--- config.mk ---
export PLATFORM = sky130hd
export DESIGN_NAME = ai_unit_top
export DESIGN_NICKNAME = d
export VERILOG_FILES = /design/src/ai_pkg.sv /design/src/ai_multiplier_pipe3.sv /design/src/ai_cmd_decoder.sv /design/src/ai_vector_buffer.sv /design/src/ai_mac_sequencer.sv /design/src/ai_unit_top.sv
export VERILOG_INCLUDE_DIRS = /design/src
export SDC_FILE = /design/constraint.sdc
export NUM_CORES = 2
export LEC_CHECK = 0
export ABC_CLOCK_PERIOD_IN_PS = 7200
export BUFFER_PORTS_ARGS = -buffer_cell sky130_fd_sc_hd__buf_2
export CAP_MARGIN = 20
export CORE_ASPECT_RATIO = 1.5
export CORE_MARGIN = 2
export CORE_UTILIZATION = 55
export DETAILED_ROUTE_END_ITERATION = 6
export GPL_ROUTABILITY_DRIVEN = 0
export PLACE_DENSITY = 0.83
export SYNTH_ARGS = -nofsm -noshare
export SYNTH_HDL_FRONTEND = slang
export SYNTH_SLANG_ARGS = --single-unit
--- constraint.sdc ---
create_clock -name clk_i -period 7.2 [get_ports clk_i]
set_clock_uncertainty 0.05 [all_clocks]
set_input_delay 0.72 -clock clk_i [delete_from_list [all_inputs] [get_ports clk_i]]
set_output_delay 0.72 -clock clk_i [all_outputs]
set_load 0.05 [all_outputs]
--- src/ai_unit_cfg.svh ---
`ifndef AI_UNIT_CFG_SVH
`define AI_UNIT_CFG_SVH

// Datapath and buffer sizes.
`define AI_DATA_BIT     32
`define AI_VEC_DEPTH    16
`define AI_IDX_BIT      5   // Holds a count of 0 to AI_VEC_DEPTH.
`define AI_CMD_DEPTH    4   // Also the initial credit count.
`define AI_CODE_BIT     3

// Micro-op codes.
`define AI_UOP_NOP      3'd0
`define AI_UOP_LDX_ONE  3'd1
`define AI_UOP_LDX_TWO  3'd2
`define AI_UOP_LDW_ONE  3'd3
`define AI_UOP_LDW_TWO  3'd4
`define AI_UOP_CLRX     3'd5
`define AI_UOP_CLRW     3'd6
`define AI_UOP_RUN      3'd7

`endif

--- src/ai_pkg.sv ---
`include "ai_unit_cfg.svh"

package ai_pkg;

    typedef logic [`AI_DATA_BIT-1:0] data_t;
    typedef logic [`AI_IDX_BIT-1:0]  vec_idx_t;
    typedef logic [`AI_CODE_BIT-1:0] uop_code_t;

    // Command word as seen at the top port and stored in the FIFO.
    typedef struct packed {
        uop_code_t code;
        data_t     op1;
        data_t     op2;
    } ai_cmd_t;

    typedef struct packed {
        logic    valid;
        ai_cmd_t cmd;
    } ai_uop_t;

    typedef struct packed {
        logic  valid;
        logic  epoch;
        data_t x;
        data_t w;
    } mul_req_t;

    typedef struct packed {
        logic  valid;
        logic  epoch;
        data_t product; // Low half of the full product.
    } mul_rsp_t;

    typedef enum logic {
        SEQ_IDLE,
        SEQ_RUN
    } seq_state_e;

endpackage

--- src/ai_multiplier_pipe3.sv ---
`timescale 1ns/1ps

`include "ai_unit_cfg.svh"

module ai_multiplier_pipe3 import ai_pkg::*; (
    input  logic     clk_i,
    input  logic     rstn_i,
    input  mul_req_t req_i,
    output mul_rsp_t rsp_o
);

localparam int HALF = `AI_DATA_BIT / 2;

logic [2:0]      valid_q;
logic [2:0]      epoch_q;
data_t           x_q;
data_t           w_q;
data_t           pp_ll_q; // Low x low, full width.
logic [HALF-1:0] pp_lh_q; // Cross terms, only their low halves reach the result.
logic [HALF-1:0] pp_hl_q;
data_t           prod_q;

always_ff @(posedge clk_i) begin
    if (!rstn_i) begin
        valid_q <= '0;
    end else begin
        valid_q <= {valid_q[1:0], req_i.valid};
    end
end

always_ff @(posedge clk_i) begin
    epoch_q <= {epoch_q[1:0], req_i.epoch};
    x_q     <= req_i.x;
    w_q     <= req_i.w;
    pp_ll_q <= x_q[HALF-1:0] * w_q[HALF-1:0];
    pp_lh_q <= x_q[HALF-1:0] * w_q[`AI_DATA_BIT-1:HALF];
    pp_hl_q <= x_q[`AI_DATA_BIT-1:HALF] * w_q[HALF-1:0];
    prod_q  <= pp_ll_q + {pp_lh_q + pp_hl_q, {HALF{1'b0}}};
end

assign rsp_o = '{valid: valid_q[2], epoch: epoch_q[2], product: prod_q};

endmodule

--- src/ai_cmd_decoder.sv ---
`timescale 1ns/1ps

`include "ai_unit_cfg.svh"

module ai_cmd_decoder import ai_pkg::*; (
    input  logic    clk_i,
    input  logic    rstn_i,
    input  logic    cmd_valid_i,
    input  ai_cmd_t cmd_i,
    input  logic    busy_i,
    output logic    credit_o,
    output ai_uop_t uop_o
);

localparam int PTR_BIT = $clog2(`AI_CMD_DEPTH);

ai_cmd_t            fifo_q [`AI_CMD_DEPTH];
logic [PTR_BIT-1:0] wr_ptr_q;
logic [PTR_BIT-1:0] rd_ptr_q;
logic [PTR_BIT:0]   count_q;
logic               uop_valid_q;
ai_cmd_t            uop_cmd_q;
logic               push;
logic               pop;
logic               run_held;

function automatic logic [PTR_BIT-1:0] next_ptr(input logic [PTR_BIT-1:0] ptr);
    return (ptr == PTR_BIT'(`AI_CMD_DEPTH - 1)) ? '0 : ptr + 1'b1;
endfunction

// Credits guarantee a free slot for every valid command.
assign push     = cmd_valid_i;
assign run_held = uop_valid_q && (uop_cmd_q.code == `AI_UOP_RUN);
assign pop      = (count_q != '0) && !busy_i && !run_held;

always_ff @(posedge clk_i) begin
    if (push) begin
        fifo_q[wr_ptr_q] <= cmd_i;
    end
    if (pop) begin
        uop_cmd_q <= fifo_q[rd_ptr_q];
    end
end

always_ff @(posedge clk_i) begin
    if (!rstn_i) begin
        wr_ptr_q    <= '0;
        rd_ptr_q    <= '0;
        count_q     <= '0;
        uop_valid_q <= 1'b0;
    end else begin
        if (push) wr_ptr_q <= next_ptr(wr_ptr_q);
        if (pop)  rd_ptr_q <= next_ptr(rd_ptr_q);
        case ({push, pop})
            2'b10:   count_q <= count_q + 1'b1;
            2'b01:   count_q <= count_q - 1'b1;
            default: count_q <= count_q;
        endcase
        // A popped NOP still returns its credit but issues nothing.
        uop_valid_q <= pop && (fifo_q[rd_ptr_q].code != `AI_UOP_NOP);
    end
end

assign credit_o = pop;
assign uop_o    = '{valid: uop_valid_q, cmd: uop_cmd_q};

endmodule

--- src/ai_vector_buffer.sv ---
`timescale 1ns/1ps

`include "ai_unit_cfg.svh"

module ai_vector_buffer import ai_pkg::*; (
    input  logic     clk_i,
    input  logic     rstn_i,
    input  ai_uop_t  uop_i,
    input  vec_idx_t rd_idx_i,
    output data_t    x_rd_o,
    output data_t    w_rd_o,
    output vec_idx_t x_count_o,
    output vec_idx_t w_count_o
);

localparam int       ADDR_BIT = $clog2(`AI_VEC_DEPTH);
localparam vec_idx_t DEPTH    = vec_idx_t'(`AI_VEC_DEPTH);

data_t    rd_data [2];
vec_idx_t count   [2];

// Lane 0 holds X, lane 1 holds W.
for (genvar v = 0; v < 2; v++) begin : g_lane
    localparam uop_code_t ONE_CODE = (v == 0) ? `AI_UOP_LDX_ONE : `AI_UOP_LDW_ONE;
    localparam uop_code_t TWO_CODE = (v == 0) ? `AI_UOP_LDX_TWO : `AI_UOP_LDW_TWO;
    localparam uop_code_t CLR_CODE = (v == 0) ? `AI_UOP_CLRX : `AI_UOP_CLRW;

    data_t    mem_q [`AI_VEC_DEPTH];
    vec_idx_t cnt_q;
    vec_idx_t slot2;
    logic     ld_one;
    logic     ld_two;
    logic     clr;

    assign ld_one = uop_i.valid && (uop_i.cmd.code == ONE_CODE);
    assign ld_two = uop_i.valid && (uop_i.cmd.code == TWO_CODE);
    assign clr    = uop_i.valid && (uop_i.cmd.code == CLR_CODE);
    assign slot2  = cnt_q + vec_idx_t'(1);

    // Only free slots are written, the rest of a load is dropped.
    always_ff @(posedge clk_i) begin
        if ((ld_one || ld_two) && (cnt_q < DEPTH)) begin
            mem_q[cnt_q[ADDR_BIT-1:0]] <= uop_i.cmd.op1;
        end
        if (ld_two && (slot2 < DEPTH)) begin
            mem_q[slot2[ADDR_BIT-1:0]] <= uop_i.cmd.op2;
        end
    end

    always_ff @(posedge clk_i) begin
        if (!rstn_i) begin
            cnt_q <= '0;
        end else if (clr) begin
            cnt_q <= '0; // Contents are left in place.
        end else if (ld_two) begin
            cnt_q <= (cnt_q >= DEPTH - vec_idx_t'(1)) ? DEPTH : cnt_q + vec_idx_t'(2);
        end else if (ld_one) begin
            cnt_q <= (cnt_q == DEPTH) ? DEPTH : slot2;
        end
    end

    assign count[v]   = cnt_q;
    assign rd_data[v] = mem_q[rd_idx_i[ADDR_BIT-1:0]];
end

assign x_rd_o    = rd_data[0];
assign w_rd_o    = rd_data[1];
assign x_count_o = count[0];
assign w_count_o = count[1];

endmodule

--- src/ai_mac_sequencer.sv ---
`timescale 1ns/1ps

`include "ai_unit_cfg.svh"

module ai_mac_sequencer import ai_pkg::*; (
    input  logic     clk_i,
    input  logic     rstn_i,
    input  ai_uop_t  uop_i,
    input  vec_idx_t x_count_i,
    input  vec_idx_t w_count_i,
    input  data_t    x_rd_i,
    input  data_t    w_rd_i,
    output vec_idx_t rd_idx_o,
    output mul_req_t mul_req_o,
    input  mul_rsp_t mul_rsp_i,
    output logic     busy_o,
    output logic     result_valid_o,
    output data_t    result_o
);

seq_state_e state_q;
vec_idx_t   issue_idx_q;
vec_idx_t   sum_idx_q;
vec_idx_t   min_count;
data_t      acc_q;
logic       epoch_q;
logic [1:0] inflight_q; // Current-epoch products inside the multiplier.
logic       clr;
logic       run;
logic       issue;
logic       rsp_hit;
logic       done;

assign min_count = (x_count_i < w_count_i) ? x_count_i : w_count_i;

assign clr = uop_i.valid &&
             ((uop_i.cmd.code == `AI_UOP_CLRX) || (uop_i.cmd.code == `AI_UOP_CLRW));
assign run = uop_i.valid && (uop_i.cmd.code == `AI_UOP_RUN);

// Speculative issue as soon as both vectors hold the next element.
assign issue   = !clr && (issue_idx_q < min_count);
assign rsp_hit = mul_rsp_i.valid && (mul_rsp_i.epoch == epoch_q);
assign done    = (sum_idx_q == min_count) && (issue_idx_q == min_count) &&
                 (inflight_q == '0);

always_ff @(posedge clk_i) begin
    if (!rstn_i) begin
        state_q     <= SEQ_IDLE;
        issue_idx_q <= '0;
        sum_idx_q   <= '0;
        acc_q       <= '0;
        epoch_q     <= 1'b0;
        inflight_q  <= '0;
    end else begin
        if (clr) begin
            issue_idx_q <= '0;
            sum_idx_q   <= '0;
            acc_q       <= '0;
            inflight_q  <= '0;
            // Flip only with live products, so back-to-back clears cannot
            // bring a stale epoch back into use.
            if (inflight_q != '0) epoch_q <= ~epoch_q;
        end else begin
            if (issue) issue_idx_q <= issue_idx_q + vec_idx_t'(1);
            if (rsp_hit) begin
                acc_q     <= acc_q + mul_rsp_i.product; // Wraps modulo 2^32.
                sum_idx_q <= sum_idx_q + vec_idx_t'(1);
            end
            case ({issue, rsp_hit})
                2'b10:   inflight_q <= inflight_q + 1'b1;
                2'b01:   inflight_q <= inflight_q - 1'b1;
                default: inflight_q <= inflight_q;
            endcase
        end

        case (state_q)
            SEQ_IDLE: if (run) state_q <= SEQ_RUN;
            SEQ_RUN:  if (done) state_q <= SEQ_IDLE;
            default:  state_q <= SEQ_IDLE;
        endcase
    end
end

assign rd_idx_o  = issue_idx_q;
assign mul_req_o = '{valid: issue, epoch: epoch_q, x: x_rd_i, w: w_rd_i};

assign busy_o         = (state_q == SEQ_RUN);
assign result_valid_o = (state_q == SEQ_RUN) && done;
assign result_o       = acc_q;

endmodule

--- src/ai_unit_top.sv ---
`timescale 1ns/1ps

`include "ai_unit_cfg.svh"

module ai_unit_top import ai_pkg::*; (
    input  logic    clk_i,
    input  logic    rstn_i,
    input  logic    cmd_valid_i,
    input  ai_cmd_t cmd_i,
    output logic    credit_o,
    output logic    result_valid_o,
    output data_t   result_o
);

ai_uop_t  uop;
logic     busy;
vec_idx_t x_count;
vec_idx_t w_count;
vec_idx_t rd_idx;
data_t    x_rd;
data_t    w_rd;
mul_req_t mul_req;
mul_rsp_t mul_rsp;

ai_cmd_decoder i_decoder (
    .clk_i       ( clk_i ),
    .rstn_i      ( rstn_i ),
    .cmd_valid_i ( cmd_valid_i ),
    .cmd_i       ( cmd_i ),
    .busy_i      ( busy ),
    .credit_o    ( credit_o ),
    .uop_o       ( uop )
);

ai_vector_buffer i_buffer (
    .clk_i     ( clk_i ),
    .rstn_i    ( rstn_i ),
    .uop_i     ( uop ),
    .rd_idx_i  ( rd_idx ),
    .x_rd_o    ( x_rd ),
    .w_rd_o    ( w_rd ),
    .x_count_o ( x_count ),
    .w_count_o ( w_count )
);

ai_mac_sequencer i_sequencer (
    .clk_i          ( clk_i ),
    .rstn_i         ( rstn_i ),
    .uop_i          ( uop ),
    .x_count_i      ( x_count ),
    .w_count_i      ( w_count ),
    .x_rd_i         ( x_rd ),
    .w_rd_i         ( w_rd ),
    .rd_idx_o       ( rd_idx ),
    .mul_req_o      ( mul_req ),
    .mul_rsp_i      ( mul_rsp ),
    .busy_o         ( busy ),
    .result_valid_o ( result_valid_o ),
    .result_o       ( result_o )
);

ai_multiplier_pipe3 i_multiplier (
    .clk_i  ( clk_i ),
    .rstn_i ( rstn_i ),
    .req_i  ( mul_req ),
    .rsp_o  ( mul_rsp )
);

endmodule

==> results.txt <==
The depth of the worst hold-timing path came out at 1. The tightest slew margin relative to the limit came out at 24.88%. The share of Yosys cell area claimed by the top area cell type is a little under half. Counting cells, the worst reg-to-reg path comes to 20. The final worst setup slack is 0.4920 ns. The first routing iteration left 5015 violations. The ratio of final minimum period to clock period came out at between 90 and 100%. Derived from the worst setup path, the maximum achievable clock frequency is approximately 0.15 GHz. The Yosys step of the flow raised 0 warnings. The largest net degree at the start of global routing came out at 105.

The synthesis-to-finish area growth is 8.492%. The critical path launch point type is a flip-flop. The clock input transition at the sequential cells of the worst setup and hold paths is 0.07 ns. The path type of the worst setup path is flip-flop to flip-flop. The placement-stage cell area came out at 91050 µm².

In the routed design, unresolved DRC markers number 0. The die outline area came out at 164100 µm². The stage delay of the slowest cell on the critical path is 0.85 ns. The count of vias placed by the detailed router is 51570.

Counting stages on the worst path, the most repeated cell is fa_1. The final-layout setup total negative slack came out at 0 ns. The detailed-route vias per instance came out at 6.313. Summed over all layers, the global routing overflow is 0. The total buffers and inverters traversed by the critical path came out at 3. Among all flip-flop cells after synthesis, the most frequent one is edfxtp_1.

CTS placed an instance of clkbuf_16 at the clock tree root. edfxtp_1 takes more of the synthesized area than any other cell. The cell row count is between 150 and 200.

The total count of max-transition violations in the final report was 0. The count of filler cells inserted in the layout is about 12000. Cells with a size suffix above 1 make up a little under a third of the layout. The post-synthesis register bit count is 1591. For the worst setup path, the data required time is between 7 and 8 ns. The placeable core area is 160100 µm².

The hold buffer count at CTS came out at 0. The average cell area after synthesis is ~15 µm². The number of max-capacitance violations reported came out at 0. The final wirelength came out at 229.9 mm.

Setup repair after global routing left no endpoint under its margin. The cell family contributing the most delay on the critical path is adder cells. The final layout contains 6669 nets. Buffers inserted during clock tree synthesis total 149. The number of hold violations in the final report came out at 0. Yosys attributes the largest share of cell area to edfxtp_1 46%, mux2_2 13%, mux4_2 9.9%.

The worst setup timing slack at the placement stage is 0.5749 ns. The starting density of the core came out at 55.24%. The signal on the critical path passes through nand2_1 -> fa_1 -> inv_1 -> fa_1 -> fa_1 -> fa_1 -> fa_1 -> inv_1 -> fa_1 -> inv_1 -> ha_1 -> a21o_1 -> a21oi_1 -> o21ai_0 -> nand2_1 -> a31oi_1 -> or4_4 -> a2111oi_4 -> nor3_1 -> xnor2_1. The worst-path cell with the longest stage delay is dfxtp_1. The clock latency on the worst-skew pair came out at 0.82 ns.

The post-detailed-placement half-perimeter wirelength is 141.1 mm. The number of gates on the worst path with buffers counted came out at 20. TritonCTS built the clock tree. The worst-case register-to-register setup slack is 0.49 ns. The count of flip-flops with a built-in enable after synthesis came out at 1359. In this run the number of H-tree levels came out at 4. Setup violations remaining at the end of the flow were counted as 0. The flow ran to the end, and the final reports show no timing, DRC or antenna violations. The via count of the first global-routing pass came out at 54420. The most used standard cell by instance count after synthesis is edfxtp_1. The cell count after synthesis is 6048. The maximum root-to-sink buffer count is 3. The detail route stage leaves a number of antenna-violating nets equal to 0. The synthesized area is 88460 µm². The post-synthesis cell type count is 64. ~100 I/O pins were placed. The first TritonRoute pass finished after 7 iterations. Buffers placed on the I/O ports in this run total 103. Summing all non-filler instances in the final layout gives an area of roughly 96000 µm². The number of setup buffers added after CTS is 0. The final period demand of the worst path came out at 6.708 ns. For this run, the register share of the synthesized area comes to 51.38%. For the pin with the worst max-slew slack, the measured transition is 1.127 ns. The share of async-settable or async-resettable flops after synthesis came out at 0%. The tightest min-delay check is of the input pin to flip-flop type. Dividing the detail-routed wire length by the instance count gives 28.14 µm.

In this run the worst path has a maximum fanout of 22. Sorting the synthesized cells by how often they occur yields 1359 x edfxtp_1, 1024 x mux2_2, 494 x inv_1. The die is 495.2 µm tall.

The signal arrival time at the worst endpoint is 7.34 ns. The chip width is 331.5 µm. The synthesized net count came out at 6772. The first global-routing pass estimated ~340 mm of wire. STA classifies the critical path endpoint as a flip-flop. The initial antenna violation count is 15. For this design, the sink count on the clock tree is roughly 1600. The global-route usage over all layers is 28.11%. The count of instances resized after the clock tree is built came out at 0.
through the flow:
step	hold WS (ns)	utilization, %	instances
floorplan	0.2596	-	6048
global placement	0.2610	56.86	7885
detailed placement	0.2621	56.86	7885
CTS	0.01794	59.90	8160
global route	0.04790	59.93	8163
finish	0.05508	59.94	8169
sequential cells by signal, indices dropped and copies added (netlist names), named ones only:
signal and count:
i_multiplier.pp_hl_q 16, i_multiplier.epoch_q 3, i_decoder.count_q 3, i_decoder.fifo_q 268, i_decoder.uop_valid_q 1, i_buffer.w_count_o 5, i_multiplier.pp_ll_q 32, i_sequencer.rd_idx_o 5
i_buffer.g_lane.mem_q 1024, i_decoder.wr_ptr_q 2, i_sequencer.epoch_q 1, i_multiplier.prod_q 32, i_decoder.rd_ptr_q 2, i_multiplier.w_q 32, i_buffer.x_count_o 5, i_multiplier.x_q 32
i_sequencer.result_o 32, i_multiplier.valid_q 3, i_multiplier.pp_lh_q 16, i_decoder.uop_o 67, i_sequencer.busy_o 1, i_sequencer.inflight_q 2, i_sequencer.sum_idx_q 5
worst reg2reg max path, cell delays in order (launching register included):
cell       delay (ns)
dfxtp_1          0.85
nand2_1          0.19
fa_1             0.57
inv_1            0.06
fa_1             0.55
fa_1             0.43
fa_1             0.46
fa_1             0.49
inv_1            0.05
fa_1             0.47
inv_1            0.04
ha_1             0.33
a21o_1           0.18
a21oi_1          0.33
o21ai_0          0.15
nand2_1          0.12
a31oi_1          0.18
or4_4            0.50
a2111oi_4        0.35
nor3_1           0.11
xnor2_1          0.13
worst paths after layout:
check                                                end                    start
worst max-delay path            i_multiplier.pp_ll_q[31]     i_multiplier.w_q[10]
worst min register to register    i_multiplier.prod_q[5]  i_multiplier.pp_ll_q[5]
worst min-delay path             i_decoder.fifo_q[3][65]                cmd_i[65]
worst max register to register  i_multiplier.pp_ll_q[31]     i_multiplier.w_q[10]
kinds of logic after synthesis:
family	Yosys count	synth area share [%]
simple gates	884	4.816
buf+inv	976	4.168
mux	1421	23.00
compound gates	332	2.447
xor+xnor	190	1.897
flops	1591	51.38
fa+ha+maj	654	12.29
area by class of cell:
cell class                      instances  area (µm²)  area share, %
Sequential cell                      1591       45480          47.38
Timing Repair Buffer                  228        1519          1.583
Antenna cell                            7       17.52        0.01825
Multi-Input combinational cell       3481       39620          41.29
Inverter                              494        1854          1.932
Tap cell                             2093        2619          2.729
Clock buffer                          197        4023          4.191
Clock inverter                         78       842.1         0.8774
layer usage:
metal  vias up  part of all wire [%]  track usage [%]
li1      21670                     -                -
met1     26090                    32            29.99
met2      2806                    51            49.89
met3       999                   7.8            4.532
met4        10                   9.1            21.88
met5         -                 0.029                0
cell usage in the layout (no fill, tap or decap), types with 14 or more instances in the layout:
cell and n:
clkbuf_16 152, nor2b_1 18, xor2_1 51, o21bai_1 14
and2_1 258, buf_2 103, nor2_1 87, o21ai_0 51
clkinv_2 18, nor2_4 32, nand2_1 377, o21a_1 15
dfxtp_1 226, nor3_1 29, fa_1 358, a21oi_1 103
clkinv_1 26, inv_1 494, nand3_1 23, mux2_2 1024
xnor2_1 138, buf_4 120, a21o_1 44, mux4_2 387
clkbuf_1 40, a21o_2 32, a211oi_1 14, edfxtp_1 1359
ha_1 296
Power is left out: the tool's default activity adds up to more than one toggle a clock period on the data nets, which glitch-free logic cannot reach.
